**src/hw/lsuPkg.sv**
```systemverilog
// Shared widths and types of the load/store unit, compiled ahead of every RTL and testbench file
package lsuPkg;

  ////////////////////////////////////////
  // Widths
  ////////////////////////////////////////

  parameter int Xlen      = 64;       // Data and address width in bits
  parameter int LaneCount = Xlen / 8; // Byte lanes per word

  typedef logic [Xlen-1:0]      xWordT;    // One data or address word
  typedef logic [LaneCount-1:0] byteMaskT; // Write enable per byte lane

  ////////////////////////////////////////
  // Access control
  ////////////////////////////////////////

  // Same bit order as the pipeline MemRW field, read in the upper bit
  typedef struct packed {
    logic read;  // Load, LR, or the read half of an atomic
    logic write; // Store or SC
  } memRwT;

  // Low two bits of funct3 for loads and stores
  typedef enum logic [1:0] {
    sizeByte   = 2'b00,
    sizeHalf   = 2'b01,
    sizeWord   = 2'b10,
    sizeDouble = 2'b11
  } accessSizeT;

  // Full funct3, bit 2 selects zero extension on loads
  typedef struct packed {
    logic       unsignedLoad; // lbu, lhu, lwu
    accessSizeT size;
  } funct3T;

  // Only LR/SC survive from the A extension
  typedef enum logic [1:0] {
    atomNone = 2'b00,
    atomSc   = 2'b01,
    atomLr   = 2'b10
  } atomicT;

  ////////////////////////////////////////
  // Memory word
  ////////////////////////////////////////

  // A DTIM row seen whole or lane by lane
  typedef union packed {
    xWordT                       dword; // Full doubleword
    logic [LaneCount-1:0][7:0]   lanes; // Lane 0 holds the lowest address byte
  } memWordU;

endpackage

```
**src/hw/storeFormat.sv**
```systemverilog
// Store formatter that replicates store data into its lanes and builds the byte write mask
`timescale 1ns/1ps

module storeFormat (
  input  lsuPkg::xWordT    IEUAdrM,    // Low bits pick the lanes
  input  lsuPkg::funct3T   Funct3M,
  input  logic             BigEndianM, // Swap lanes for this access
  input  lsuPkg::xWordT    WriteDataM, // Register value, data in the low bits
  output lsuPkg::memWordU  writeWordM, // Word as laid out in the DTIM
  output lsuPkg::byteMaskT byteMaskM   // Lanes to write
);

  lsuPkg::xWordT    replDataM; // Little-endian replicated data
  lsuPkg::xWordT    swapDataM; // Same, lanes reversed
  lsuPkg::byteMaskT leMaskM;   // Little-endian lane mask
  lsuPkg::byteMaskT swapMaskM; // Same, bits reversed

  ////////////////////////////////////////
  // Replication and mask
  ////////////////////////////////////////

  always_comb begin
    case (Funct3M.size)
      lsuPkg::sizeByte: begin
        replDataM = {8{WriteDataM[7:0]}};
        leMaskM   = lsuPkg::byteMaskT'(8'h01) << IEUAdrM[2:0];
      end
      lsuPkg::sizeHalf: begin
        replDataM = {4{WriteDataM[15:0]}};
        leMaskM   = lsuPkg::byteMaskT'(8'h03) << {IEUAdrM[2:1], 1'b0};
      end
      lsuPkg::sizeWord: begin
        replDataM = {2{WriteDataM[31:0]}};
        leMaskM   = lsuPkg::byteMaskT'(8'h0f) << {IEUAdrM[2], 2'b00};
      end
      default: begin
        replDataM = WriteDataM;                 // Double fills every lane
        leMaskM   = '1;
      end
    endcase
  end

  ////////////////////////////////////////
  // Big-endian swap
  ////////////////////////////////////////

  // Lane i moves to lane 7-i, mask bits follow the lanes
  assign swapDataM = {<<8{replDataM}};
  assign swapMaskM = {<<{leMaskM}};

  always_comb begin
    writeWordM.dword = BigEndianM ? swapDataM : replDataM;
    byteMaskM        = BigEndianM ? swapMaskM : leMaskM;
  end

endmodule

```
**config.mk**
```make
export PLATFORM = sky130hd
export DESIGN_NAME = storeFormat
export DESIGN_NICKNAME = d
export VERILOG_FILES = /design/src/hw/lsuPkg.sv /design/src/hw/storeFormat.sv
export SDC_FILE = /design/constraint.sdc
export NUM_CORES = 1
export LEC_CHECK = 0
export ABC_AREA = 1
export BUFFER_PORTS_ARGS = -buffer_cell sky130_fd_sc_hd__buf_4
export CORE_MARGIN = 2
export CORE_UTILIZATION = 25
export DETAILED_ROUTE_END_ITERATION = 8
export PLACE_DENSITY_LB_ADDON = 0.12
export SYNTH_ARGS = -nofsm -noshare
export SYNTH_HDL_FRONTEND = slang
export SYNTH_SLANG_ARGS = --single-unit
```
**constraint.sdc**
```tcl
create_clock -name vclk -period 1.1
set_clock_uncertainty 0.15 [all_clocks]
set_input_delay 0.055 -clock vclk [all_inputs]
set_output_delay 0.055 -clock vclk [all_outputs]
set_load 0.03 [all_outputs]
```
==> results.cfg, run 1 <==
[status]
status = finished with violations
violations = setup timing

[power_and_ir_drop]
peakVddDrop_v = 0.000296
power_per_cell_area_nw_per_um2 = 654
total_power_w = 0.00252
leakage_nw = 2.14

[sta]
finalCritPeriodShare = 1.07
fin_crit_ns = 1.17
setup-tns-final_ns = -1.34
final_hold_viol_count = 0
tightest_slew_ns = 0.321
timing.hold.ws_ns = 0.327
final-setup-viol-count = 56
fmax_mhz = 852
setup_slack_ns = -0.0734
relSlewSlack = 0.786
rsz0062_at_grt = yes
slew_violations = 0

[placement]
portBuffers = 142
place_hpwl_mm = 7.03
dp.cells = 672
dp_slack_ns = -0.173
gp_congestion = 0.810

[route]
dr_total_vias = 3242
dr.pass1.iters = 4
routedWlPerCell_um = 13.4
wirelength_mm = 9.07
via_per_inst = 4.80
ant_nets = 0
drc_errors = 0
first_iter_violations = 109

[final_layout]
instances_no_fill = 675
clock_buffers = 0
layout.nets = 707
seq_area_sq_um = 0
n_antenna_cell = 0
area_growth_pct = 95.4
drive_gt1_frac = 0.428
flops_and_latches = 0
final_cell_mix = 243 x nand2_1, 78 x buf_6, 75 x buf_4
final_common_cell = nand2_1

[worst_hold_path]
worstHoldStart = WriteDataM[3]
holdPathEnd = writeWordM[59]
hold_depth = 4
hp-class = in2out

[global_routing]
grt_pass1_wl_mm = 14.6
track_usage = 0.202
antenna_found_initial = 0
grt_pass1_vias = 2968
grt_overflow = 0
grt_max_degree = 39

[logic_synthesis]
avgSynthCellArea_sq_um = 4.49
ys_types = 20
syn-num-nets = 571
yosysSeqAreaShare = 0
netlist_area_sq_um = 1970
yosysWarnings = 0
synth_area_leaders = nand2_1 56%, nand3_1 12%, o211ai_1 8.4%, nand4_1 5.1%, buf_2 2.5%
synth_top_cell_area_share = 0.555
synth_top_cell_by_area = nand2_1
synthCells = 439

[worst_setup_path]
crit_required_ns = 0.89
critPathKind = in2out
cp.arrival_ns = 0.97
cp-start-kind = input port
worstPathMaxFanout = 8
endpoint_kind = output port

[run]
drv_cap = 0

[die]
rows = 32
dieArea_sq_um = 8620
initial_core_util = 0.257
core_area_sq_um = 7690
die_h_um = 92.8
io_pins = 204
die_width_um = 92.8

[cts]
ctsHoldBuffers = 0
how the worst max path moves through the flow:
stage,from,end,depth (start not counted)
detailed placement,Funct3M[1],writeWordM[36],8
global placement,Funct3M[1],writeWordM[36],8
CTS,Funct3M[0],writeWordM[24],8
floorplan,Funct3M[1],writeWordM[35],7
finish,Funct3M[0],writeWordM[26],8
global route,Funct3M[0],writeWordM[26],8
per-layer routing:
layer / wire length, um / GRT usage / vias to the layer above
li1: - / - / 1688
met1: 3950 / 0.277 / 1439
met2: 4430 / 0.350 / 109
met3: 617 / 0.0277 / 6
met4: 74 / 0.0184 / 0
met5: 0 / 0 / -
area by class of cell:
cell class	count	area, sq um
Inverter	16	93.8
Tap cell	102	128
Fill cell	864	3830
Timing Repair Buffer	163	1640
Multi-Input combinational cell	394	1990
critical path, stage by stage:
cell and delay (ns):
buf_12 0.12, nor2_4 0.12, buf_12 0.14, nand2_2 0.09
nand4_1 0.16, nand2_1 0.08, nand2_2 0.07, buf_6 0.13
cell families after synthesis:
| group | after synthesis | synth area share |
|---|---|---|
| AO/OA/AOI/OAI | 24 | 0.0964 |
| buffers and inverters | 46 | 0.124 |
| AND/OR/NAND/NOR | 369 | 0.780 |
where the power goes:
part,leakage [nW],internal [W],switching [W]
clock network,0,0,0
logic,2.14,0.00106,0.00146
registers,0,0,0
cells in the mapped netlist:
master    count
buf_8         1
o211ai_2      2
nand2_4       2
inv_2         1
buf_6         4
nand3_1      49
nand2_1     292
buf_2        10
buf_1         6
nand4_1      16
nor2_4        1
nor2_1        3
inv_1        12
inv_4         2
o211ai_1     22
nor2_2        2
inv_6         1
nand3_2       4
buf_4         2
clkbuf_1      7
per-stage QoR:
step / util / area (sq um)
global route: 0.502 / 3860
finish: 0.502 / 3860
floorplan: - / 2000
detailed placement: 0.417 / 3200
global placement: 0.417 / 3200
CTS: 0.477 / 3660
what timing repair did:
action,in CTS,in global routing
buffers inserted,1,0
cloned,2,0
endpoints found under the setup margin,72,72
pin swaps,23,24
resized for setup,106,54
No activity file was read; power rests on OpenSTA's default activity.
==> run 2, diff against run 1 <==
- ABC_AREA: 1 -> not set
==> run 2 against run 1 <==
Net effect: the run still ends with setup timing left; critical endpoint is now writeWordM[18]; non-clock buffer count grew 89; critical path depth shrank 2; maximum frequency shrank 16%; count of clock-buffer cells in the layout is the same.
==> results.cfg, run 2 <==
[status]
status = finished with violations
violations = setup timing

[placement]
dp.cells = 583
gp_congestion = 0.808
place_hpwl_mm = 7.79
dp_slack_ns = -0.398
portBuffers = 142

[logic_synthesis]
synth_top_cell_area_share = 0.238
avgSynthCellArea_sq_um = 7.26
yosysWarnings = 0
synthCells = 278
netlist_area_sq_um = 2020
synth_most_common_cell = mux2i_1
yosysSeqAreaShare = 0
synth_area_leaders = mux2i_1 24%, mux2_2 13%, o22ai_1 12%, o21ai_0 5.2%, a311o_1 4.0%
syn-num-nets = 410
synth_top_cell_by_area = mux2i_1
synth_common_cells = 48 x mux2i_1, 40 x o22ai_1, 23 x mux2_2
ys_types = 31

[power_and_ir_drop]
power_per_cell_area_nw_per_um2 = 632
total_power_w = 0.00342
p_comb_frac = 1.000
peakVddDrop_v = 0.000335
clkPwrFrac = 0
p_seq_frac = 0
switching_share = 0.512
leakage_nw = 2.21
p_switching_w = 0.00175
intPower_w = 0.00167

[final_layout]
area_growth_pct = 169
post-route-util = 0.698
seq_area_sq_um = 0
final_cell_mix = 172 x buf_4, 61 x buf_6, 21 x mux2i_4
final_common_cell = buf_4
flops_and_latches = 0
n_antenna_cell = 0
instances_no_fill = 595
layout.nets = 627
drive_gt1_frac = 0.824
clock_buffers = 0

[sta]
fin_crit_ns = 1.39
final-setup-viol-count = 72
slew_violations = 0
relSlewSlack = 0.735
final_hold_viol_count = 0
setup_slack_ns = -0.291
fmax_mhz = 719
rsz0062_at_grt = yes
finalCritPeriodShare = 1.26
tightest_slew_ns = 0.397
setup-tns-final_ns = -16.59

[worst_hold_path]
hp-class = in2out
worstHoldStart = BigEndianM

[worst_setup_path]
worstPathMaxFanout = 11
crit_buf_inv = 3
critical-path-max-stage-delay_ns = 0.31
cp-start-kind = input port
startpoint = Funct3M[0]
crit_required_ns = 0.89
cp.arrival_ns = 1.19
cpLargestDelayFamily = buffers and inverters
critPathKind = in2out
endpoint_kind = output port
crit_path_top_delay_cell = a311o_1
cp_cell_sequence = buf_12 -> bufbuf_16 -> mux2i_1 -> a311o_1 -> a21oi_4 -> buf_6

[die]
dieArea_sq_um = 8810
die_width_um = 93.9
core_area_sq_um = 7770
initial_core_util = 0.260
rows = 32
die_h_um = 93.9
io_pins = 204

[route]
dr_total_vias = 3110
via_per_inst = 5.23
ant_nets = 0
wirelength_mm = 10.3
first_iter_violations = 72
dr.pass1.iters = 4
routedWlPerCell_um = 17.2
drc_errors = 0

[global_routing]
grt_pass1_vias = 3203
antenna_found_initial = 0
grt_max_degree = 22
track_usage = 0.229
grt_overflow = 0
grt_pass1_wl_mm = 16.3

[run]
drv_cap = 0

[cts]
ctsHoldBuffers = 0
run 2: metal layers:
metal,GRT usage,up-vias,share of wire
li1,-,1532,-
met4,0.0242,0,0.011
met1,0.322,1465,0.45
met3,0.0313,8,0.061
met2,0.385,105,0.48
met5,0,-,0
run 2: repair_timing:
item,4_1_cts,5_1_grt
pin swaps,30,6
buffers inserted,8,1
gates resized for setup,110,9
gates cloned,3,0
endpoints found under the setup margin,72,72
run 2: cells by family (layout without fill, tap and decap cells):
family	after synthesis	after routing	synth area share
multiplexers	72	72	0.374
buffers and inverters	40	255	0.110
AO/OA/AOI/OAI	104	104	0.340
AND/OR/NAND/NOR	62	62	0.176
run 2: per-stage QoR:
step	hold WS [ns]	instance area, sq um
2_1_floorplan	0.200	2960
3_3_place_gp	0.345	4720
3_5_place_dp	0.343	4720
4_1_cts	0.335	5370
5_1_grt	0.341	5420
6_report	0.333	5420
run 2: power groups by stage:
stage | sequential [W] | combinational, W | clock, W
after global routing | 0 | 0.00360 | 0
final | 0 | 0.00342 | 0
after global placement | 0 | 0.00297 | 0
after detailed placement | 0 | 0.00300 | 0
after CTS | 0 | 0.00341 | 0
after floorplan | 0 | 0.00191 | 0
run 2: final timing paths:
kind	to	cells past startpoint
min	writeWordM[15]	3
max	writeWordM[18]	6
run 2: layout make-up:
class	count	area [sq um]
Multi-Input combinational cell	238	2900
Fill cell	626	2350
Tap cell	102	128
Timing Repair Buffer	252	2380
Inverter	3	13.8
==> run 3, diff against run 2 <==
- PLACE_DENSITY_LB_ADDON: 0.12 -> not set
==> run 3 against run 2 <==
Net effect: the flow still finishes with violations (setup timing); hold slack gained 0.0042 ns; total power grew 2.2%; count of clock-buffer cells in the layout is the same; highest routed layer unchanged.
==> results.cfg, run 3 (synthesis gave the netlist of run 2 again) <==
[die]
dieArea_sq_um = 8810
io_pins = 204
core_area_sq_um = 7770
die_width_um = 93.9
rows = 32
initial_core_util = 0.260
die_h_um = 93.9

[route]
dr.pass1.iters = 4
wirelength_mm = 10.6
via_per_inst = 5.30
routedWlPerCell_um = 17.8
ant_nets = 0
dr_total_vias = 3155
first_iter_violations = 66
drc_errors = 0

[placement]
place_hpwl_mm = 8.21
gp_congestion = 0.904
portBuffers = 142
dp.cells = 585
dpl_cell_area_sq_um = 4810

[worst_setup_path]
critPathKind = in2out
crit_required_ns = 0.89
cp.arrival_ns = 1.20
endpoint_kind = output port
worstPathMaxFanout = 6
cp-start-kind = input port

[power_and_ir_drop]
peakVddDrop_v = 0.000386
intPower_w = 0.00171
clkPwrFrac = 0
p_comb_frac = 1.000
p_seq_frac = 0
power_per_cell_area_nw_per_um2 = 630
leakage_nw = 2.25
p_switching_w = 0.00179
switching_share = 0.512

[sta]
final-setup-viol-count = 72
fmax_mhz = 713
finalCritPeriodShare = 1.28
tightest_slew_ns = 0.370
rsz0062_at_grt = yes
setup_slack_ns = -0.303
final_hold_viol_count = 0
fin_crit_ns = 1.40
slew_violations = 0
timing.hold.ws_ns = 0.337
relSlewSlack = 0.753

[final_layout]
flops_and_latches = 0
area_growth_pct = 175
drive_gt1_frac = 0.840
n_antenna_cell = 0
n_fill_cell = 609
final_common_cell = buf_4
final_area_sq_um = 5560
final_cell_mix = 165 x buf_4, 65 x buf_6, 21 x mux2i_4
layout.nets = 627
instances_no_fill = 595
seq_area_sq_um = 0
clock_buffers = 0

[status]
status = finished with violations
violations = setup timing

[worst_hold_path]
hp-class = in2out

[global_routing]
grt_pass1_vias = 3296
grt_pass1_wl_mm = 17.1
grt_max_degree = 21
grt_overflow = 0
antenna_found_initial = 0
track_usage = 0.236

[run]
drv_cap = 0

[cts]
ctsHoldBuffers = 0
run 3: changes by cell type in the layout (fill, tap and decap cells not counted), moves of 2 or more:
cell     before  now
buf_4       172  165
o21ai_1      10    5
buf_6        61   65
buf_12       14   17
o21ai_2       1    4
o22ai_4      12   15
buf_16        2    4
nor2_4       17   19
o22ai_2      19   17
run 3: power groups by stage:
stage / Sequential (W) / Clock (W) / Combinational, W
2_1_floorplan: 0 / 0 / 0.00191
5_1_grt: 0 / 0 / 0.00367
3_3_place_gp: 0 / 0 / 0.00301
6_report: 0 / 0 / 0.00350
3_5_place_dp: 0 / 0 / 0.00305
4_1_cts: 0 / 0 / 0.00343
run 3: stage by stage:
stage	setup WS (ns)	power [W]	utilization	setup TNS, ns
2_1_floorplan	-0.231	0.00191	-	-10.10
3_3_place_gp	-0.390	0.00301	0.619	-21.27
3_5_place_dp	-0.381	0.00305	0.619	-22.33
4_1_cts	-0.301	0.00343	0.699	-16.04
5_1_grt	-0.348	0.00367	0.715	-18.67
6_report	-0.303	0.00350	0.715	-15.81
run 3: layout make-up:
class,count,area (sq um),share of cell area
well taps,102,128,0.0230
repair buffers,252,2440,0.439
multi-input cells,238,2970,0.535
inverters,3,18.8,0.00338
run 3: what timing repair did:
action | in CTS | in global routing
gates resized for setup | 117 | 21
hold endpoints to repair | 0 | 0
buffers inserted | 5 | 2
pin swaps | 32 | 13
cloned | 3 | 0
endpoints found under the setup margin | 72 | 72
run 3: worst max-delay path, stage by stage:
cell and delay [ns]:
buf_12 0.13, buf_12 0.13, mux2_4 0.31, mux2i_2 0.17, buf_4 0.17, mux2i_2 0.08
buf_6 0.14
run 3: path summary, 6_finish.rpt:
| kind | startpoint | to | cells after the start |
|---|---|---|---|
| max | Funct3M[0] | writeWordM[48] | 7 |
| min | BigEndianM | writeWordM[15] | 3 |
run 3: routing by layer:
| metal | track usage | share of wire | wire, um |
|---|---|---|---|
| met5 | 0 | 0 | 0 |
| met1 | 0.318 | 0.43 | 4530 |
| met4 | 0.00845 | 0.0037 | 39 |
| met3 | 0.0185 | 0.046 | 485 |
| met2 | 0.433 | 0.52 | 5550 |
