==> src/hw/lsuPkg.sv <==
// Shared widths and types of the load/store unit, compiled ahead of every RTL and testbench file
package lsuPkg;

  ////////////////////////////////////////
  // Widths
  ////////////////////////////////////////

  parameter int Xlen      = 64;       // Data and address width in bits
  parameter int LaneCount = Xlen / 8; // Byte lanes per word

  typedef logic [Xlen-1:0]      xWordT;    // One data or address word
  typedef logic [LaneCount-1:0] byteMaskT; // Write enable per byte lane

  ////////////////////////////////////////
  // Access control
  ////////////////////////////////////////

  // Same bit order as the pipeline MemRW field, read in the upper bit
  typedef struct packed {
    logic read;  // Load, LR, or the read half of an atomic
    logic write; // Store or SC
  } memRwT;

  // Low two bits of funct3 for loads and stores
  typedef enum logic [1:0] {
    sizeByte   = 2'b00,
    sizeHalf   = 2'b01,
    sizeWord   = 2'b10,
    sizeDouble = 2'b11
  } accessSizeT;

  // Full funct3, bit 2 selects zero extension on loads
  typedef struct packed {
    logic       unsignedLoad; // lbu, lhu, lwu
    accessSizeT size;
  } funct3T;

  // Only LR/SC survive from the A extension
  typedef enum logic [1:0] {
    atomNone = 2'b00,
    atomSc   = 2'b01,
    atomLr   = 2'b10
  } atomicT;

  ////////////////////////////////////////
  // Memory word
  ////////////////////////////////////////

  // A DTIM row seen whole or lane by lane
  typedef union packed {
    xWordT                       dword; // Full doubleword
    logic [LaneCount-1:0][7:0]   lanes; // Lane 0 holds the lowest address byte
  } memWordU;

endpackage

==> src/hw/lsuCtrl.sv <==
// LSU control path with the E-to-M address register, misalignment faults and LR/SC reservation
`timescale 1ns/1ps

module lsuCtrl (
  input  logic           clk,
  input  logic           arstN,
  input  logic           StallM,                   // Hold the M stage
  input  logic           FlushM,                   // Kill what enters M
  input  logic           StallW,                   // Hold the W stage and the DTIM
  input  logic           FlushW,                   // Kill the access in M
  input  lsuPkg::xWordT  IEUAdrE,                  // Address computed in E
  input  lsuPkg::memRwT  MemRWM,                   // Raw read/write request in M
  input  lsuPkg::funct3T Funct3M,                  // Size and extension of the access
  input  lsuPkg::atomicT AtomicM,                  // LR/SC marker
  output lsuPkg::xWordT  IEUAdrM,                  // Address in M
  output lsuPkg::memRwT  lsuRwM,                   // Command actually sent to the DTIM
  output logic           dtimCe,                   // DTIM clock enable
  output logic           LoadMisalignedFaultM,
  output logic           StoreAmoMisalignedFaultM,
  output logic           SquashSCW                 // SC failed, no write to the register file
);

  localparam int ResBits = lsuPkg::Xlen - 3; // Doubleword granule of the reservation

  logic               misalignedM;  // Low address bits do not fit the size
  logic               lrM;          // LR in M
  logic               scM;          // SC in M
  logic               resMatchM;    // Reservation covers this doubleword
  logic               scFailM;      // SC without a matching reservation
  logic               resUpdate;    // M retires into W this edge
  logic               resValid;
  logic [ResBits-1:0] resAdr;

  ////////////////////////////////////////
  // E to M address register
  ////////////////////////////////////////

  always_ff @(posedge clk or negedge arstN) begin
    if (!arstN) begin
      IEUAdrM <= '0;
    end else if (!StallM) begin
      IEUAdrM <= FlushM ? '0 : IEUAdrE; // Flush leaves a zero address in M
    end
  end

  ////////////////////////////////////////
  // Misalignment
  ////////////////////////////////////////

  always_comb begin
    case (Funct3M.size)
      lsuPkg::sizeHalf:   misalignedM = IEUAdrM[0];
      lsuPkg::sizeWord:   misalignedM = |IEUAdrM[1:0];
      lsuPkg::sizeDouble: misalignedM = |IEUAdrM[2:0];
      default:            misalignedM = 1'b0; // Bytes always fit
    endcase
  end

  // An access with a write side reports as store/AMO
  assign LoadMisalignedFaultM     = misalignedM & MemRWM.read & ~MemRWM.write;
  assign StoreAmoMisalignedFaultM = misalignedM & MemRWM.write;

  ////////////////////////////////////////
  // LR/SC reservation
  ////////////////////////////////////////

  assign lrM       = MemRWM.read & (AtomicM == lsuPkg::atomLr) & ~misalignedM;
  assign scM       = MemRWM.write & (AtomicM == lsuPkg::atomSc);
  assign resMatchM = resValid & (resAdr == IEUAdrM[lsuPkg::Xlen-1:3]);
  assign scFailM   = scM & ~resMatchM;
  assign resUpdate = ~StallW & ~FlushW; // Flushed accesses leave the reservation alone

  always_ff @(posedge clk or negedge arstN) begin
    if (!arstN) begin
      resValid <= 1'b0;
    end else if (resUpdate) begin
      if (scM) begin
        resValid <= 1'b0;       // Any SC consumes the reservation
      end else if (lrM) begin
        resValid <= 1'b1;
      end
    end
  end

  // Reserved doubleword, only meaningful while resValid is set
  always_ff @(posedge clk) begin
    if (resUpdate && lrM && !scM) begin
      resAdr <= IEUAdrM[lsuPkg::Xlen-1:3];
    end
  end

  // Failed SC travels to W with the read data
  always_ff @(posedge clk or negedge arstN) begin
    if (!arstN) begin
      SquashSCW <= 1'b0;
    end else if (!StallW) begin
      SquashSCW <= scFailM;
    end
  end

  ////////////////////////////////////////
  // Memory command
  ////////////////////////////////////////

  assign lsuRwM = (misalignedM | FlushW | scFailM) ? '0 : MemRWM; // Drop faulting or dead accesses
  assign dtimCe = ~StallW;

endmodule

==> config.mk <==
export PLATFORM = sky130hd
export DESIGN_NAME = lsuCtrl
export DESIGN_NICKNAME = d
export VERILOG_FILES = /design/src/hw/lsuPkg.sv /design/src/hw/lsuCtrl.sv
export SDC_FILE = /design/constraint.sdc
export NUM_CORES = 1
export LEC_CHECK = 0
export BUFFER_PORTS_ARGS = -buffer_cell sky130_fd_sc_hd__clkbuf_2
export CORE_ASPECT_RATIO = 1.1
export CORE_MARGIN = 5
export CORE_UTILIZATION = 56
export CTS_CLUSTER_DIAMETER = 50
export CTS_CLUSTER_SIZE = 14
export DETAILED_ROUTE_END_ITERATION = 12
export PLACE_DENSITY = 0.86
export SYNTH_ARGS = -nofsm -noshare
export SYNTH_HDL_FRONTEND = slang
export SYNTH_SLANG_ARGS = --single-unit
==> constraint.sdc <==
create_clock -name clk -period 13.3 [get_ports clk]
set_input_delay 1.995 -clock clk [delete_from_list [all_inputs] [get_ports clk]]
set_output_delay 1.995 -clock clk [all_outputs]
set_load 0.02 [all_outputs]
==> flow_summary.json, run 1 <==
{
  "timing.rr.start": "IEUAdrM[2]",
  "initial_utilization": 0.574,
  "rrSetupSlack_ps": 10910,
  "cts_max_level": 4,
  "nets": 680,
  "slowest_delay_ps": 190,
  "die_width_um": 103,
  "hp-class": "flip-flop to flip-flop",
  "synth_top_area_frac": 0.341,
  "numCtsBuffers": 17,
  "drt_wl_total_mm": 12.5,
  "p_total_mw": 1.04,
  "grt_pass1_vias": 3962,
  "setup_viol": 0,
  "pre_cts_ws_ps": 8350,
  "worstPathRequired_ps": 11310,
  "fin_crit_sh": 0.374,
  "cp_max_fo": 3,
  "worstPathArrival_ps": 2980,
  "synth_area_per_cell_um2": 11.7,
  "end_kind": "primary output",
  "r2r_end": "resAdr[48]",
  "grt_max_degree": 129,
  "start_kind": "input pin",
  "tns_ps": 0,
  "drv_slew": 0,
  "clock.fmax_ghz": 0.201,
  "cp_top_family": "simple AND/OR/NAND/NOR gates",
  "grt.total_usage": 0.228,
  "status": "finished, final reports clean",
  "port_buffers": 145,
  "post_cts_buffers": 0,
  "ioPinCount": 147,
  "clk_latency_ps": 510,
  "ys_seq_area_frac": 0.649,
  "cts_tree": "built",
  "clock-sinks": 127,
  "synthesis.nets": 535,
  "antenna_cells": 0,
  "dr.pass1.iters": 4,
  "drive_gt1_frac": 0.289,
  "wl_per_cell_um": 17.0,
  "gp_congestion": 0.824,
  "synthCells": 458,
  "core_area_um2": 9350,
  "p_leak_nw": 2.99,
  "antenna_found_initial": 0,
  "clockBufferDepth": 2,
  "slew_headroom": 0.320,
  "overflow": 0,
  "die_area_um2": 11600,
  "worst_slew_pin_slew_ps": 1020,
  "fin_skew_ps": 5.26,
  "cp.buffers_inverters": 2,
  "endpoint": "lsuRwM[1]",
  "finalHoldViolCount": 0,
  "cap_viol_max_count": 0,
  "p_per_area_nw_per_um2": 152,
  "drc": 0,
  "cts-root-buf": "clkbuf_8",
  "worst_slack_ps": 8320,
  "crit_cells": 7,
  "drtIter0Drc": 242,
  "synth_cell_types": 29,
  "synth_area_um2": 5370,
  "crit_type": "input pin to primary output",
  "dr_total_vias": 3848,
  "ant_nets": 0,
  "reg2reg_depth": 6,
  "grt_pass1_wl_mm": 20.3,
  "area_growth_pct": 26.7,
  "yosysWarnings": 0,
  "vias_per_cell": 5.25,
  "synth_area_leaders": "edfxtp_1, dfrtp_1, nand2b_1",
  "placed_cells": 701,
  "rows": 37,
  "layout_min_cycle_time_ps": 4980,
  "cts_resized": 0,
  "crit_start": "Funct3M[1]",
  "die_height_um": 113,
  "hold_buffers": 0,
  "synth_area_leader_cell": "edfxtp_1",
  "critPathSlowestCell": "nor2_1",
  "ys_ff_latch": 127,
  "dp_hpwl_mm": 8.31,
  "peakVddDrop_uv": 93.7,
  "fin_util": 0.727,
  "final_cells": 733,
  "worstPathCellList": "clkbuf_2, o21ai_0, o21ai_0, nor2_1, nand2_1, nor2_1, clkbuf_2",
  "clkTransAtPathRegs_ps": 60,
  "rsz0062_at_grt": "false"
}
flip-flops by register name (all words and copies together), names as in the netlist:
name / count
resAdr: 61
resValid: 1
SquashSCW: 1
IEUAdrM: 64
final cells by class:
cell class | instances | area, µm²
sequential | 127 | 3480
fill | 656 | 2550
multi-input combinational | 299 | 1770
timing repair buffer | 147 | 743
clock buffer | 18 | 418
clock inverter | 14 | 196
tap | 117 | 146
inverter | 11 | 41.3
cells in the mapped netlist:
cell type  number
a21oi_1         2
edfxtp_1       61
nand3b_1        1
mux2_4          1
xnor2_1        15
inv_1          11
o21ai_0        66
dfrtp_1        66
nor2_1          3
clkbuf_1       19
o221a_2         1
buf_1           2
and3b_1         1
nand3_1         1
or2b_1          1
nand2_1        68
nor4b_1         1
nor2b_1        15
a221oi_1        1
o221ai_1        2
xor2_1         29
nor4_1          9
and2_1          1
nand4_1         6
a2111oi_0       5
o32a_1          1
nand2b_1       67
o2111ai_1       1
or4_1           1
cells by family after synthesis:
family / synth area share
AOI/OAI and AO/OA: 0.0820
and+or+nand+nor: 0.172
xor gates and xnor gates: 0.0718
buffers and inverters: 0.0224
muxes: 0.00280
DFF: 0.649
report_power, final:
| part | switching [mW] | total, mW | internal, mW |
|---|---|---|---|
| sequential | 0.0218 | 0.455 | 0.433 |
| clock | 0.163 | 0.483 | 0.319 |
| combinational | 0.0598 | 0.0979 | 0.0381 |
| total | 0.245 | 1.04 | 0.790 |
stage by stage:
| stage | hold WS, ps | cell area, µm² |
|---|---|---|
| floorplan | 470 | 5370 |
| global placement | 479 | 6190 |
| detailed placement | 500 | 6190 |
| CTS | 514 | 6800 |
| global route | 534 | 6800 |
| finish | 515 | 6800 |
routing by layer:
| metal | GRT usage | share of wire | up-vias |
|---|---|---|---|
| met1 | 0.292 | 0.40 | 1836 |
| met5 | 0 | 0 | - |
| met2 | 0.376 | 0.52 | 125 |
| met4 | 0.0941 | 0.024 | 0 |
| met3 | 0.0456 | 0.057 | 27 |
| li1 | - | - | 1860 |
worst register-to-register path, cell delays in order (launching register included):
cell     delay (ps)
dfrtp_1         400
a21oi_1         170
o21ai_0         170
nor2_1          190
nand2_1         120
nor4b_2         250
buf_4           680
placed cells by master, fill, tap and decap left out, drive strengths merged, types with 2 or more instances in the layout:
master,count
clkbuf,161
nand2,68
nand2b,67
dfrtp,66
o21ai,66
edfxtp,61
xor2,29
xnor2,15
nor2b,15
inv,11
nor4,9
clkinv,7
nand4,6
a2111oi,5
bufinv,5
buf,4
nor2,3
o221ai,2
a21oi,2
clkinvlp,2
how the worst min path moves through the flow:
stage                      startpoint          to  slack [ps]  cells after the start
after detailed placement    SquashSCW   SquashSCW         500                      1
after global routing      IEUAdrM[15]  resAdr[12]         530                      0
final                     IEUAdrM[15]  resAdr[12]         510                      0
after floorplan              resValid    resValid         470                      1
after global placement     IEUAdrM[0]  IEUAdrM[0]         480                      2
after CTS                 IEUAdrM[15]  resAdr[12]         510                      0
No activity file was read; power rests on OpenSTA's default activity.
==> run 2: changes to the inputs <==
CORE_UTILIZATION = 52   (was 56)
PLACE_DENSITY = 0.8   (was 0.86)
clock period = 5.2 ns   (was 13.3 ns; I/O delays follow)
==> flow_summary.json, run 2 (synthesized netlist as in run 1, its figures left out) <==
{
  "grt_max_degree": 129,
  "met1_length_mm": 4.89,
  "final_area_um2": 6800,
  "gp_congestion": 0.755,
  "drv_slew": 0,
  "layout_common_cells": "clkbuf_2, nand2_1, nand2b_1",
  "pre_cts_ws_ps": 2300,
  "vias_per_cell": 5.11,
  "worstPathRequired_ps": 4420,
  "fin_crit_sh": 0.628,
  "finalHoldViolCount": 0,
  "cts_tree": "built",
  "drc": 0,
  "clockBufferDepth": 2,
  "die_height_um": 117,
  "worst_slack_ps": 1930,
  "post_cts_buffers": 0,
  "wl_met3_um": 525,
  "ioPinCount": 147,
  "cts_resized": 0,
  "cts-root-buf": "clkbuf_16",
  "rsz0062_at_grt": "false",
  "setup_viol": 0,
  "cp_max_fo": 4,
  "grt.total_usage": 0.197,
  "worstPathArrival_ps": 2490,
  "numCtsBuffers": 17,
  "status": "finished, final reports clean",
  "fill_cells": 832,
  "nets": 679,
  "overflow": 0,
  "peakVddDrop_uv": 247,
  "die_area_um2": 12500,
  "core_area_um2": 10200,
  "cp_top_family": "simple AND/OR/NAND/NOR gates",
  "cap_viol_max_count": 0,
  "final_common_cell": "clkbuf_2",
  "die_width_um": 107,
  "cts_max_level": 4,
  "worst_slew_pin_slew_ps": 1030,
  "clock.fmax_ghz": 0.306,
  "place_area_um2": 6200,
  "ant_nets": 0,
  "cp.buffers_inverters": 1,
  "largest_register": "IEUAdrM",
  "regArea_um2": 3480,
  "critPathSlowestCell": "nor4_1",
  "clock-sinks": 127,
  "reg_top3": "IEUAdrM: 64 flops, resAdr: 61 flops",
  "p_per_area_nw_per_um2": 381,
  "largest_reg_flops": 64,
  "clk_latency_ps": 400,
  "area_growth_pct": 26.6,
  "worstPathCellList": "xor2_1, nor4_1, nand4_1, nor4_1, a21oi_1, nor2_1, clkbuf_2",
  "antenna_found_initial": 0,
  "tns_ps": 0,
  "end_kind": "primary output",
  "hold_buffers": 0,
  "hp-class": "input pin to asynchronous set/reset pin",
  "crit_top_cell": "nor4_1",
  "drive_gt1_frac": 0.288,
  "initial_utilization": 0.524,
  "dp_hpwl_mm": 7.99,
  "port_buffers": 145,
  "wl_met2_mm": 6.16,
  "grt_pass1_vias": 3734,
  "antenna_cells": 0,
  "slew_headroom": 0.313,
  "grt_pass1_wl_mm": 18.8,
  "dr_total_vias": 3773,
  "dr.pass1.iters": 5,
  "clkTransAtPathRegs_ps": 50,
  "rows": 39,
  "slowest_delay_ps": 480,
  "fin_skew_ps": 6.24,
  "fin_util": 0.663,
  "top_layer": "met4",
  "drt_wl_total_mm": 11.7,
  "wl_per_cell_um": 15.9,
  "drtIter0Drc": 163,
  "multi_input_area_um2": 1780,
  "p_leak_nw": 3.00,
  "start_kind": "flip-flop",
  "layout_min_cycle_time_ps": 3270,
  "crit_type": "flip-flop to primary output"
}
run 2: cell types whose count changed in the layout (fill, tap and decap cells not counted), sizes merged:
cell | previous run | this run
clkinv | 7 | 4
buf | 4 | 3
bufinv | 5 | 2
clkinvlp | 2 | 0
clkbuf | 161 | 169
run 2: layout make-up:
type                    instances  area share
flip-flops and latches        127       0.512
multi-input cells             299       0.262
repair buffers                146       0.109
inverters                      11     0.00607
clock buffers                  26      0.0766
well taps                     123      0.0226
clock inverters                 6      0.0118
run 2: through the flow:
| stage | instances | total power [mW] | hold slack (ps) |
|---|---|---|---|
| after global routing | 738 | 2.69 | 531 |
| after CTS | 738 | 2.61 | 515 |
| after global placement | 706 | 1.42 | 483 |
| after detailed placement | 706 | 1.43 | 503 |
| after floorplan | 458 | 1.31 | 470 |
| final | 738 | 2.59 | 486 |
run 2: where the power goes:
| group | switching (mW) | total, mW | leakage [nW] | internal, mW |
|---|---|---|---|---|
| clock | 0.397 | 1.18 | 0.299 | 0.782 |
| sequential | 0.0529 | 1.16 | 1.41 | 1.11 |
| combinational | 0.151 | 0.248 | 1.29 | 0.0974 |
| total | 0.601 | 2.59 | 3.00 | 1.99 |
run 2: final timing paths:
| path | startpoint | to | slack, ps | cells after the start |
|---|---|---|---|---|
| setup / recovery | IEUAdrM[31] | lsuRwM[0] | 1930 | 7 |
| hold / removal | arstN | IEUAdrM[62] | 490 | 1 |
| setup reg to reg | IEUAdrM[2] | resAdr[49] | 2880 | 6 |
| hold reg to reg | IEUAdrM[24] | resAdr[21] | 510 | 0 |
| max in group asynchronous | arstN | IEUAdrM[46] | 4120 | 1 |
| min in group clk | IEUAdrM[24] | resAdr[21] | 510 | 0 |
run 2: routing by layer:
metal	track usage	vias up
met2	0.337	102
met1	0.252	1807
met5	0	-
met3	0.0398	9
met4	0.0716	0
li1	-	1855
==> run 3: changes to the inputs <==
clock period = 3.1 ns   (was 5.2 ns; I/O delays follow)
==> flow_summary.json, run 3 (synthesized netlist as in run 1, its figures left out) <==
{
  "vias_per_cell": 5.11,
  "dr.pass1.iters": 4,
  "overflow": 0,
  "die_width_um": 107,
  "rows": 39,
  "final_common_cell": "clkbuf_2",
  "reg_top3": "IEUAdrM: 64 flops, resAdr: 61 flops",
  "wl_per_cell_um": 16.0,
  "drv_slew": 0,
  "largest_register": "IEUAdrM",
  "port_buffers": 145,
  "ioPinCount": 147,
  "die_height_um": 117,
  "clock.fmax_ghz": 0.338,
  "initial_utilization": 0.524,
  "drc": 0,
  "cts-root-buf": "clkbuf_16",
  "dp_hpwl_mm": 8.12,
  "status": "finished, final reports clean",
  "clkTransAtPathRegs_ps": 50,
  "clock-sinks": 127,
  "fill_cells": 787,
  "die_area_um2": 12500,
  "rsz0062_at_grt": "false",
  "slew_headroom": 0.305,
  "crit_type": "flip-flop to primary output",
  "area_growth_pct": 27.1,
  "cts_max_level": 4,
  "antenna_cells": 0,
  "peakVddDrop_uv": 347,
  "setup_viol": 0,
  "end_kind": "primary output",
  "hp-class": "input pin to asynchronous set/reset pin",
  "largest_reg_flops": 64,
  "clockBufferDepth": 2,
  "worstPathArrival_ps": 2490,
  "nets": 679,
  "core_area_um2": 10200,
  "p_leak_nw": 2.99,
  "fin_skew_ps": 10.3,
  "cp_max_fo": 5,
  "finalHoldViolCount": 0,
  "worstPathRequired_ps": 2630,
  "grt_pass1_vias": 3755,
  "dr_total_vias": 3769,
  "clk_latency_ps": 410,
  "tns_ps": 0,
  "layout_common_cells": "clkbuf_2, nand2_1, nand2b_1",
  "grt.total_usage": 0.195,
  "worst_slew_pin_slew_ps": 1040,
  "holdWs_ps": 176,
  "grt_pass1_wl_mm": 18.7,
  "drtIter0Drc": 163,
  "grt_max_degree": 129,
  "p_per_area_nw_per_um2": 633,
  "drt_wl_total_mm": 11.8,
  "drive_gt1_frac": 0.301,
  "fin_crit_sh": 0.953,
  "start_kind": "flip-flop",
  "post_cts_buffers": 0,
  "gp_congestion": 0.744,
  "antenna_found_initial": 0,
  "layout_min_cycle_time_ps": 2950,
  "cap_viol_max_count": 0,
  "ant_nets": 0,
  "cts_tree": "built",
  "numCtsBuffers": 17
}
==> run 3: power breakdown <==
| part | leakage [nW] | switching [mW] | internal (mW) |
|---|---|---|---|
| clock | 0.292 | 0.686 | 1.26 |
| combinational | 1.29 | 0.255 | 0.166 |
| sequential | 1.41 | 0.0900 | 1.86 |
==> run 3: final timing paths <==
kind,start,to,slack (ps),cells past startpoint
setup / recovery,IEUAdrM[20],lsuRwM[1],150,7
hold / removal,arstN,IEUAdrM[58],180,1
setup reg to reg,IEUAdrM[20],SquashSCW,920,6
hold reg to reg,IEUAdrM[16],resAdr[13],510,0
max in group asynchronous,arstN,IEUAdrM[2],2330,1
min in group clk,IEUAdrE[21],IEUAdrM[21],290,3
==> run 3: worst max-delay path: stages, from the launching register on <==
cell	delay (ps)
dfrtp_1	420
or2b_1	170
o2111ai_1	110
or4_1	530
nor4_1	360
a21oi_1	180
nor2_1	140
clkbuf_2	180
==> run 3: routing by layer <==
layer  up-vias  global-route usage  part of all wire  routed length (µm)
met1      1806               0.244              0.42                4950
met3        12              0.0475             0.046                 546
met2        95               0.332              0.52                6170
met4         0              0.0750             0.012                 145
li1       1856                   -                 -                   -
met5         -                   0                 0                   0
==> run 3: final cells by class <==
type                            instances  area [µm²]  share of cell area
Clock buffer                           21         482              0.0706
Clock inverter                         11         110              0.0161
Inverter                               11        41.3             0.00605
Multi-Input combinational cell        299        1800               0.264
Sequential cell                       127        3490               0.511
Tap cell                              123         154              0.0225
Timing Repair Buffer                  146         751               0.110
==> run 3: through the flow <==
stage / std cells / worst slack [ps] / cell area (µm²) / power [mW] / utilization
5_1_grt: 738 / 1.77 / 6830 / 4.49 / 0.666
3_5_place_dp: 706 / 424 / 6220 / 2.40 / 0.607
4_1_cts: 738 / 3.45 / 6810 / 4.36 / 0.665
3_3_place_gp: 706 / 497 / 6220 / 2.39 / 0.607
6_report: 738 / 145 / 6830 / 4.32 / 0.666
2_1_floorplan: 458 / -316 / 5390 / 2.20 / -
==> run 3: timing repair <==
action                     4_1_cts  5_1_grt
setup endpoints to repair        0        2
resized for setup                0        4
hold buffers                     0        0
