--- src/hw/lsuPkg.sv ---
// Shared widths and types of the load/store unit, compiled ahead of every RTL and testbench file
package lsuPkg;

  ////////////////////////////////////////
  // Widths
  ////////////////////////////////////////

  parameter int Xlen      = 64;       // Data and address width in bits
  parameter int LaneCount = Xlen / 8; // Byte lanes per word

  typedef logic [Xlen-1:0]      xWordT;    // One data or address word
  typedef logic [LaneCount-1:0] byteMaskT; // Write enable per byte lane

  ////////////////////////////////////////
  // Access control
  ////////////////////////////////////////

  // Same bit order as the pipeline MemRW field, read in the upper bit
  typedef struct packed {
    logic read;  // Load, LR, or the read half of an atomic
    logic write; // Store or SC
  } memRwT;

  // Low two bits of funct3 for loads and stores
  typedef enum logic [1:0] {
    sizeByte   = 2'b00,
    sizeHalf   = 2'b01,
    sizeWord   = 2'b10,
    sizeDouble = 2'b11
  } accessSizeT;

  // Full funct3, bit 2 selects zero extension on loads
  typedef struct packed {
    logic       unsignedLoad; // lbu, lhu, lwu
    accessSizeT size;
  } funct3T;

  // Only LR/SC survive from the A extension
  typedef enum logic [1:0] {
    atomNone = 2'b00,
    atomSc   = 2'b01,
    atomLr   = 2'b10
  } atomicT;

  ////////////////////////////////////////
  // Memory word
  ////////////////////////////////////////

  // A DTIM row seen whole or lane by lane
  typedef union packed {
    xWordT                       dword; // Full doubleword
    logic [LaneCount-1:0][7:0]   lanes; // Lane 0 holds the lowest address byte
  } memWordU;

endpackage

--- src/hw/loadFormat.sv ---
// Load formatter that undoes big-endian order, picks the addressed lanes, extends and registers them
`timescale 1ns/1ps

module loadFormat (
  input  logic            clk,
  input  logic            arstN,
  input  logic            StallW,     // Hold the W register
  input  lsuPkg::xWordT   IEUAdrM,
  input  lsuPkg::funct3T  Funct3M,
  input  logic            BigEndianM,
  input  lsuPkg::memWordU readWordM,  // Raw DTIM row
  output lsuPkg::xWordT   ReadDataW   // Load result in W
);

  lsuPkg::xWordT   swapWordM; // Row with lanes reversed
  lsuPkg::memWordU leWordM;   // Row in little-endian lane order
  logic [7:0]      byteM;
  logic [15:0]     halfM;
  logic [31:0]     wordM;
  logic            signM;     // Sign extension enabled
  lsuPkg::xWordT   readDataM; // Formatted result in M

  ////////////////////////////////////////
  // Swap and lane select
  ////////////////////////////////////////

  assign swapWordM = {<<8{readWordM.dword}};

  always_comb begin
    leWordM.dword = BigEndianM ? swapWordM : readWordM.dword;
  end

  // Pick lanes by offset, higher lane is the more significant byte
  assign byteM = leWordM.lanes[IEUAdrM[2:0]];
  assign halfM = {leWordM.lanes[{IEUAdrM[2:1], 1'b1}],
                  leWordM.lanes[{IEUAdrM[2:1], 1'b0}]};
  assign wordM = {leWordM.lanes[{IEUAdrM[2], 2'b11}], leWordM.lanes[{IEUAdrM[2], 2'b10}],
                  leWordM.lanes[{IEUAdrM[2], 2'b01}], leWordM.lanes[{IEUAdrM[2], 2'b00}]};

  ////////////////////////////////////////
  // Extension
  ////////////////////////////////////////

  assign signM = ~Funct3M.unsignedLoad;

  always_comb begin
    case (Funct3M.size)
      lsuPkg::sizeByte:   readDataM = {{56{signM & byteM[7]}}, byteM};
      lsuPkg::sizeHalf:   readDataM = {{48{signM & halfM[15]}}, halfM};
      lsuPkg::sizeWord:   readDataM = {{32{signM & wordM[31]}}, wordM};
      default:            readDataM = leWordM.dword;                     // ld
    endcase
  end

  // M to W read data register
  always_ff @(posedge clk or negedge arstN) begin
    if (!arstN) begin
      ReadDataW <= '0;
    end else if (!StallW) begin
      ReadDataW <= readDataM;
    end
  end

endmodule

--- config.mk ---
export PLATFORM = sky130hd
export DESIGN_NAME = loadFormat
export DESIGN_NICKNAME = d
export VERILOG_FILES = /design/src/hw/lsuPkg.sv /design/src/hw/loadFormat.sv
export SDC_FILE = /design/constraint.sdc
export NUM_CORES = 1
export LEC_CHECK = 0
export BUFFER_PORTS_ARGS = -buffer_cell sky130_fd_sc_hd__buf_4
export CAP_MARGIN = 20
export CELL_PAD_IN_SITES_DETAIL_PLACEMENT = 0
export CELL_PAD_IN_SITES_GLOBAL_PLACEMENT = 1
export CORE_MARGIN = 5
export CORE_UTILIZATION = 30
export CTS_BUF_LIST = sky130_fd_sc_hd__clkbuf_8 sky130_fd_sc_hd__clkbuf_16
export DETAILED_ROUTE_END_ITERATION = 8
export GPL_TIMING_DRIVEN = 0
export PLACE_DENSITY = 0.73
export SYNTH_ARGS = -nofsm -noshare
export SYNTH_HDL_FRONTEND = slang
export SYNTH_SLANG_ARGS = --single-unit
--- constraint.sdc ---
create_clock -name clk -period 1.21 [get_ports clk]
set_input_delay 0.1815 -clock clk [delete_from_list [all_inputs] [get_ports clk]]
set_output_delay 0.1815 -clock clk [all_outputs]
set_load 0.01 [all_outputs]
==> results of run 1 <==
## final timing paths
check | end | slack [ns] | cells after the start
worst max-delay path | ReadDataW[23]$_DFFE_PN0N_ | -0.36 | 9
worst min-delay path | ReadDataW[31]$_DFFE_PN0N_ | 0.24 | 4
worst max register to register | ReadDataW[17]$_DFFE_PN0N_ | 0.35 | 2
worst min register to register | ReadDataW[2]$_DFFE_PN0N_ | 0.51 | 2
max in group asynchronous | ReadDataW[53]$_DFFE_PN0N_ | 0.34 | 2
min in group asynchronous | ReadDataW[0]$_DFFE_PN0N_ | 0.38 | 2
## layout make-up
type	instances	share of cell area [%]
clock buffer	9	2.64
sequential	64	18.8
buffer	55	6.76
timing repair buffer	172	17.3
clock inverter	7	1.11
inverter	36	1.64
tap	234	3.43
multi-input combinational	431	48.4
## synthesized netlist by cell type (2+ instances only)
master	number
and2_1	3
o22ai_1	23
a31oi_1	4
mux4_1	2
mux4_2	28
a2111oi_0	7
a22o_1	4
mux2_2	58
o22ai_2	2
mux2i_1	29
nor3_1	13
a211oi_1	5
o21ai_0	10
o221ai_1	3
clkbuf_1	23
nor4_2	2
dfrtp_1	64
nand2_1	33
buf_6	6
or2_2	2
inv_1	34
nor2b_1	13
o21ai_1	2
buf_4	6
o22a_1	7
clkinv_1	2
a221oi_2	21
a221o_1	7
buf_2	16
mux2_4	3
nand2b_1	11
nor2_1	17
buf_1	4
a32oi_1	3
o21a_1	2
a21oi_1	97
a221oi_1	9
## layer usage
layer / wire length, um / vias to the layer above
li1: - / 2627
met1: 10800 / 3018
met2: 11800 / 401
met3: 2830 / 59
met4: 659 / 0
met5: 0 / -
## timing repair
| item | CTS | global route |
|---|---|---|
| hold endpoints to repair | 4 | 0 |
| resized for setup | 107 | 51 |
| hold buffers | 1 | 0 |
| gates cloned | 1 | 5 |
| pin swaps | 9 | 14 |
| setup endpoints to repair | 64 | 128 |
| buffers inserted | 14 | 16 |
## kinds of logic after synthesis
| logic type | Yosys count | synth area share (%) |
|---|---|---|
| AOI/OAI and AO/OA | 211 | 26.6 |
| muxes | 121 | 29.3 |
| and+or+nand+nor | 99 | 8.85 |
| buffers and inverters | 91 | 7.46 |
| DFF | 64 | 27.8 |
## metrics by stage
stage,cells,power [mW],area (um^2)
5_1_grt,1008,9.38,8540
6_report,1008,9.04,8540
3_3_place_gp,954,5.61,7270
2_1_floorplan,586,4.30,5970
4_1_cts,987,8.83,8130
3_5_place_dp,955,5.62,7280
## worst max-delay path, stage by stage
cell	delay, ns
buf_8	0.10
buf_12	0.13
mux2_4	0.33
o22ai_4	0.20
nor4_4	0.08
a2111oi_4	0.33
buf_6	0.20
clkbuf_16	0.16
a221oi_2	0.05
## power breakdown
| group | internal [mW] | total, mW | leakage, nW | switching, mW |
|---|---|---|---|---|
| Sequential | 2.43 | 2.64 | 0.770 | 0.212 |
| Clock | 1.81 | 2.95 | 0.156 | 1.14 |
| Combinational | 1.71 | 3.45 | 2.64 | 1.74 |
| Total | 5.95 | 9.04 | 3.56 | 3.09 |
==> run summary, run 1 <==
Initial Util = 30.6%
Most Crowded Layer GR = met2
M3 GR Usage = 7.01%
FP Rows = 50
Net Count, Synth = 721
diodes inserted = 0
Filler cells = 1800
global-route wire length before repair = 37.5 mm
CTS root buf = clkbuf_16
Reg with most FFs = ReadDataW
Post-Synthesis Cell Area = 0.00575 mm^2
commonest non-fill, non-tap cell in the layout = buf_4
drt first pass iters = 5
DR WL/cell = 25.9 um
FFs w/ async S/R, synth = 100%
Yosys Warn Count = 0
Multi-input gate area = 0.00413 mm^2
final design utilization = 45.5%
DRC viols = 0
HPWL reported at the end of detailed placement = 18.2 mm
largest registers = ReadDataW (64)
setup TNS = -17.40 ns
Detail Route Antenna Nets = 0
global-route usage over all layers = 22.5%
most frequent cells in the layout = buf_4 (150), a21oi_1 (66), dfrtp_1 (64), mux2_2 (47), inv_1 (34)
GRT overflow = 0
Least-Margin Pin Slew = 0.710 ns
top cell type's share of synthesized area = 27.8%
clock-pin transition on the worst setup and hold timing paths = 0.06 ns
vias per cell = 6.06
die footprint = 0.0220 mm^2
die width = 148 um
min-delay worst type = input port to flip-flop
Initial DRC Count = 798
vias = 6105
Distinct cells, synth = 48
largest net degree at the start of global routing = 65
final WL = 26.1 mm
post-synthesis sequential area ratio = 27.8%
core area = 0.0188 mm^2
worst hold start = Funct3M[2]
worst r2r src = ReadDataW[17]$_DFFE_PN0N_
final net count = 904
fmax = 0.636 GHz
synth top area cells = dfrtp_1 (28%), mux2_2 (11%), mux4_2 (11%)
post-synthesis register bit count = 64
proportion of layout cells with a drive suffix above 1 = 54.5%
status = finished, violations left
Cells after Synth = 586
CTS tree = done
P per Cell Area = 1060 mW/mm^2
syn avg cell area = 9.82 um^2
kind of critical path = input port to flip-flop
clk_lat worst skew = 0.36 ns
failing checks = setup timing
Final min period = 1.57 ns
Critical Path Fanout Max = 8
die height = 148 um
Slew Limit Fails = 0
Final setup viols = 63
Post-synth EDFFs = 0
CTS buffer count = 9
critical path endpoint category = flip-flop
Relative slew margins = 51.5%
hold_ws = 0.243 ns
area leader, netlist = dfrtp_1
clk buf depth = 2
Layout area overhead = 48.4%
vias in the first global route = 5966
M1 GR Usage = 30.6%
CTS H-tree lvls = 3
Leakage = 3.56 nW
GR Util met2 = 34.8%
fin worst setup slack = -0.362 ns
CTS Sinks = 64
port buffer count = 134
startpoint types = input port
Max IR drop VDD = 840 uV
gpl congestion = 0.935
unrepaired setup endpoints after global routing = true
initial antenna violation count = 0
fin crit share = 130%
CP startpoint = IEUAdrM[1]
I/O pin count = 199
Final Hold Viols = 0
CP required = 1.42 ns
max FFs per register = 64
Worst Path Arrival = 1.78 ns
Reg area = 0.00160 mm^2
Main synth FF type = dfrtp_1
max-cap violations = 0
Place WS = -1.07 ns
Layout Skew = 0 ns
No activity file was read; power rests on OpenSTA's default activity.
==> run 2, diff against run 1 <==
--- a/config.mk
+++ b/config.mk
@@ -9,12 +9,12 @@
 export CAP_MARGIN = 20
 export CELL_PAD_IN_SITES_DETAIL_PLACEMENT = 0
 export CELL_PAD_IN_SITES_GLOBAL_PLACEMENT = 1
+export CORE_ASPECT_RATIO = 0.9
 export CORE_MARGIN = 5
 export CORE_UTILIZATION = 30
 export CTS_BUF_LIST = sky130_fd_sc_hd__clkbuf_8 sky130_fd_sc_hd__clkbuf_16
 export DETAILED_ROUTE_END_ITERATION = 8
-export GPL_TIMING_DRIVEN = 0
-export PLACE_DENSITY = 0.73
+export PLACE_DENSITY = 0.71
 export SYNTH_ARGS = -nofsm -noshare
 export SYNTH_HDL_FRONTEND = slang
 export SYNTH_SLANG_ARGS = --single-unit
==> run 2 against run 1 <==
Effect of this change: the run still ends with setup timing left; total power grew 0.23%; clock skew is the same; setup slack gained 0.083 ns; clock power shrank 8.1%; cell count grew 8.4%; routed wire length shrank 5.4%; utilization grew 3.7 points; hold slack gained 0.023 ns; critical endpoint is now ReadDataW[41]$_DFFE_PN0N_.
==> run summary, run 2 (synthesis gave the netlist of run 1 again) <==
status = finished, violations left
failing checks = setup timing
worst hold start = readWordM[36]
clock network fraction of design power = 29.9%
die footprint = 0.0220 mm^2
proportion of layout cells with a drive suffix above 1 = 59.5%
slowest CP cell = mux2_4
critical-path cell list = buf_12 > mux2_4 > o21ai_2 > nor3_4 > nor4_4 > buf_6 > buf_12 > buf_16 > a21oi_2
Initial Util = 30.2%
part of the power in registers = 29.4%
Initial DRC Count = 512
Reg with most FFs = ReadDataW
Leakage = 4.03 nW
CTS Sinks = 64
fin crit share = 123%
kind of critical path = input port to flip-flop
global-route usage over all layers = 21.6%
Max stage delay on crit path = 0.32 ns
P per Cell Area = 969 mW/mm^2
diodes inserted = 0
initial antenna violation count = 0
Hold EP = ReadDataW[28]$_DFFE_PN0N_
reg2reg end = ReadDataW[17]$_DFFE_PN0N_
final net count = 973
Logic pwr share = 40.7%
port buffer count = 137
largest registers = ReadDataW (64)
drt first pass iters = 5
Critical Path Fanout Max = 9
vias in the first global route = 6121
R2R setup slack = 0.34 ns
die width = 156 um
Layout Skew = 0 ns
most frequent cells in the layout = buf_4 (246), dfrtp_1 (64), a21oi_1 (64), mux2_2 (42), inv_1 (35)
Least-Margin Pin Slew = 0.503 ns
Worst Path Arrival = 1.72 ns
global-route wire length before repair = 36.8 mm
FP Rows = 48
internal power = 6.01 mW
CTS buffer count = 9
Final Hold Viols = 0
Final setup viols = 63
Tot Pwr = 9.06 mW
CTS tree = done
gpl congestion = 0.953
CTS H-tree lvls = 3
HPWL reported at the end of detailed placement = 17.7 mm
CP required = 1.44 ns
setup TNS = -12.99 ns
DRC viols = 0
I/O pin count = 199
DR WL/cell = 22.6 um
Layout area overhead = 62.6%
vias = 6134
Final min period = 1.49 ns
fin worst setup slack = -0.279 ns
Detail Route Antenna Nets = 0
Max IR drop VDD = 605 uV
Slew Limit Fails = 0
max-cap violations = 0
die height = 141 um
min-delay worst type = input port to flip-flop
CTS root buf = clkbuf_16
core area = 0.0190 mm^2
Net Sw Frac = 33.7%
Relative slew margins = 65.6%
final WL = 24.7 mm
Crit path top cell by count = buf_12
vias per cell = 5.61
largest net degree at the start of global routing = 35
fmax = 0.671 GHz
startpoint types = input port
clock-pin transition on the worst setup and hold timing paths = 0.06 ns
commonest non-fill, non-tap cell in the layout = buf_4
worst r2r src = ReadDataW[17]$_DFFE_PN0N_
clk buf depth = 2
FF-to-FF path depth = 2
clk_lat worst skew = 0.35 ns
Psw = 3.05 mW
GRT overflow = 0
unrepaired setup endpoints after global routing = true
WHS Path Cells = 3
max FFs per register = 64
critical path endpoint category = flip-flop
run 2: changes by cell type in the layout (fill, tap and decap cells not counted), sizes merged:
cell,delta
buf,+95
bufbuf,+2
bufinv,-1
clkbuf,-27
clkinv,+1
clkinvlp,-1
run 2: power by group through the flow:
stage          Clock [mW]  Combinational, mW  Sequential, mW
2_1_floorplan           0               1.55            2.75
3_3_place_gp            0               3.15            2.70
3_5_place_dp            0               3.18            2.70
5_1_grt              2.86               3.93            2.70
4_1_cts              2.76               3.49            2.67
6_report             2.71               3.69            2.66
run 2: worst max path at each step:
stage                     startpoint                   endpoint  cells past startpoint
after floorplan           BigEndianM  ReadDataW[39]$_DFFE_PN0N_                      6
final                     IEUAdrM[1]  ReadDataW[41]$_DFFE_PN0N_                      9
after global routing      BigEndianM  ReadDataW[41]$_DFFE_PN0N_                     10
after global placement    BigEndianM  ReadDataW[63]$_DFFE_PN0N_                      8
after CTS                 BigEndianM  ReadDataW[33]$_DFFE_PN0N_                      8
after detailed placement  IEUAdrM[1]  ReadDataW[14]$_DFFE_PN0N_                      6
run 2: what timing repair did:
item | 4_1_cts | 5_1_grt
hold buffers | 1 | 0
resized for setup | 51 | 58
pin swaps | 19 | 30
setup endpoints to repair | 64 | 64
setup buffers | 13 | 17
cloned | 7 | 2
endpoints found under the hold margin | 24 | 0
run 2: stage by stage:
stage / hold WS [ns] / cell area (um^2) / cells / utilization [%] / setup slack (ns)
final: 0.266 / 9360 / 1093 / 49.1 / -0.279
after global routing: 0.291 / 9360 / 1093 / 49.1 / -0.323
after CTS: 0.217 / 8920 / 1075 / 46.9 / -0.321
after detailed placement: 0.146 / 8060 / 1038 / 42.3 / -0.777
after global placement: 0.142 / 8060 / 1038 / 42.3 / -0.706
after floorplan: -0.114 / 5970 / 586 / - / -0.510
run 2: final cells by class:
| type | instances | area (um^2) |
|---|---|---|
| inverter | 36 | 135 |
| tap | 250 | 313 |
| sequential | 64 | 1600 |
| clock inverter | 6 | 60.1 |
| timing repair buffer | 296 | 2790 |
| fill | 1726 | 9680 |
| multi-input combinational | 431 | 4220 |
| clock buffer | 10 | 239 |
run 2: routing by layer:
layer | up-vias | part of all wire, % | GRT usage (%)
li1 | 2769 | - | -
met1 | 3062 | 45 | 31.1
met2 | 281 | 45 | 32.8
met3 | 22 | 8.4 | 5.76
met4 | 0 | 1.3 | 4.10
met5 | - | 0 | 0
run 2: worst max-delay path: cells and delay by family:
| kind | cells | cell delay [ns] |
|---|---|---|
| buf+inv | 4 | 0.56 |
| mux | 1 | 0.32 |
| compound gates | 2 | 0.26 |
| simple gates | 2 | 0.39 |
==> run 3, diff against run 2 <==
--- a/config.mk
+++ b/config.mk
@@ -14,7 +14,7 @@
 export CORE_UTILIZATION = 30
 export CTS_BUF_LIST = sky130_fd_sc_hd__clkbuf_8 sky130_fd_sc_hd__clkbuf_16
 export DETAILED_ROUTE_END_ITERATION = 8
-export PLACE_DENSITY = 0.71
+export PLACE_DENSITY = 0.74
 export SYNTH_ARGS = -nofsm -noshare
 export SYNTH_HDL_FRONTEND = slang
 export SYNTH_SLANG_ARGS = --single-unit
==> constraint.sdc (replaced) <==
create_clock -name clk -period 1.3 [get_ports clk]
set_input_delay 0.195 -clock clk [delete_from_list [all_inputs] [get_ports clk]]
set_output_delay 0.195 -clock clk [all_outputs]
set_load 0.01 [all_outputs]
==> run 3 against run 2 <==
Effect of this change: die area stayed put; largest power group unchanged; setup slack better by 0.061 ns; utilization is 1.9 points lower; count of clock-buffer cells in the layout is 1 lower; global-route usage is 0.63 points lower; the flow still finishes with violations (setup timing); total power is 8.6% lower; clock skew stayed put.
==> run summary, run 3 (synthesis gave the netlist of run 1 again) <==
status = finished, violations left
failing checks = setup timing
Initial Util = 30.2%
proportion of layout cells with a drive suffix above 1 = 56.7%
fin worst setup slack = -0.218 ns
CTS Sinks = 64
CTS H-tree lvls = 3
critical-path cell list = buf_12 > mux2_2 > o21ai_2 > nor3_4 > nor4_4 > buf_6 > buf_12 > buf_12 > a221oi_2
fmax = 0.659 GHz
CTS root buf = clkbuf_16
Layout Skew = 0 ns
max-cap violations = 0
kind of critical path = input port to flip-flop
Final Hold Viols = 0
diodes inserted = 0
die footprint = 0.0220 mm^2
Relative slew margins = 64.4%
Leakage = 3.88 nW
max FFs per register = 64
critical path's top delay family = buffers and inverters
Place WS = -0.671 ns
critical path endpoint category = flip-flop
largest registers = ReadDataW (64)
WHS Path Cells = 3
P per Cell Area = 920 mW/mm^2
I/O pin count = 199
global-route wire length before repair = 35.7 mm
min-delay worst type = input port to flip-flop
Detail Route Antenna Nets = 0
FP Rows = 48
Buf+Inv Stages, Crit Path = 4
Crit path top cell by count = buf_12
HPWL reported at the end of detailed placement = 17.7 mm
DR WL/cell = 21.9 um
clk buf depth = 2
unrepaired setup endpoints after global routing = true
worst r2r src = ReadDataW[5]$_DFFE_PN0N_
most frequent cells in the layout = buf_4 (255), a21oi_1 (72), dfrtp_1 (64), mux2_2 (54), inv_1 (34)
Reg with most FFs = ReadDataW
final WL = 23.9 mm
Slew Limit Fails = 0
CP required = 1.53 ns
die height = 141 um
port buffer count = 137
reg2reg end = ReadDataW[5]$_DFFE_PN0N_
Critical Path Fanout Max = 9
initial antenna violation count = 0
Tot Pwr = 8.28 mW
largest net degree at the start of global routing = 24
clk_lat worst skew = 0.35 ns
Worst Path Arrival = 1.75 ns
Initial DRC Count = 672
GRT overflow = 0
commonest non-fill, non-tap cell in the layout = buf_4
startpoint types = input port
final net count = 970
setup TNS = -8.95 ns
R2R setup slack = 0.38 ns
Multi-input gate area = 0.00400 mm^2
DRC viols = 0
Least-Margin Pin Slew = 0.521 ns
CTS tree = done
clock-pin transition on the worst setup and hold timing paths = 0.06 ns
gpl congestion = 0.919
Final setup viols = 55
Max stage delay on crit path = 0.37 ns
vias per cell = 5.58
die width = 156 um
vias = 6087
drt first pass iters = 5
Hold EP = ReadDataW[24]$_DFFE_PN0N_
FF-to-FF path depth = 2
Max IR drop VDD = 623 uV
CTS buffer count = 9
Filler cells = 1770
global-route usage over all layers = 21.0%
vias in the first global route = 5970
worst hold start = StallW
slowest CP cell = mux2_2
core area = 0.0190 mm^2
Final min period = 1.52 ns
Layout area overhead = 56.4%
Reg area = 0.00160 mm^2
fin crit share = 117%
run 3: changes by cell type in the layout (fill, tap and decap cells not counted), moves of 8 or more:
| cell | before | now |
|---|---|---|
| a21oi_1 | 64 | 72 |
| mux2_2 | 42 | 54 |
| mux2_4 | 20 | 8 |
| a21oi_2 | 33 | 25 |
| buf_4 | 246 | 255 |
| buf_12 | 27 | 17 |
run 3: where the power goes:
part / switching (mW) / leakage [nW] / internal (mW)
registers: 0.209 / 0.770 / 2.26
logic: 1.56 / 2.97 / 1.72
clock network: 1.03 / 0.139 / 1.50
total: 2.80 / 3.88 / 5.48
run 3: stage by stage:
stage	hold WS [ns]	util [%]	cell area (um^2)	std cells
floorplan	-0.101	-	5970	586
global placement	0.0942	42.7	8130	1054
detailed placement	0.0995	42.7	8130	1054
CTS	0.234	46.3	8810	1082
global route	0.256	47.3	9000	1090
finish	0.251	47.3	9000	1090
run 3: worst max path at each step:
stage	startpoint	endpoint	cells after the start
final	IEUAdrM[1]	ReadDataW[58]$_DFFE_PN0N_	9
after CTS	BigEndianM	ReadDataW[58]$_DFFE_PN0N_	8
after global routing	IEUAdrM[1]	ReadDataW[33]$_DFFE_PN0N_	9
after global placement	IEUAdrM[1]	ReadDataW[56]$_DFFE_PN0N_	8
after detailed placement	IEUAdrM[1]	ReadDataW[63]$_DFFE_PN0N_	8
after floorplan	BigEndianM	ReadDataW[39]$_DFFE_PN0N_	6
run 3: cell type report:
type / instances / share of cell area, %
Multi-Input combinational cell: 431 / 44.4
Inverter: 36 / 1.50
Clock buffer: 9 / 2.50
Tap cell: 250 / 3.48
Timing Repair Buffer: 293 / 29.4
Sequential cell: 64 / 17.8
Clock inverter: 7 / 0.876
run 3: metal layers:
| metal | up-vias | track usage (%) | share of wire, % |
|---|---|---|---|
| li1 | 2766 | - | - |
| met1 | 2990 | 30.4 | 45 |
| met2 | 297 | 31.3 | 45 |
| met3 | 34 | 5.12 | 8.3 |
| met4 | 0 | 5.16 | 1.9 |
| met5 | - | 0 | 0 |
run 3: worst min-delay path: stages:
cell and delay, ns:
buf_4 0.14, buf_12 0.16, a221oi_2 0.07
run 3: what timing repair did:
item,CTS,global route
gates cloned,5,3
pin swaps,11,6
resized for setup,32,20
setup endpoints to repair,63,64
hold endpoints to repair,15,0
setup buffers,7,5
hold buffers,1,0
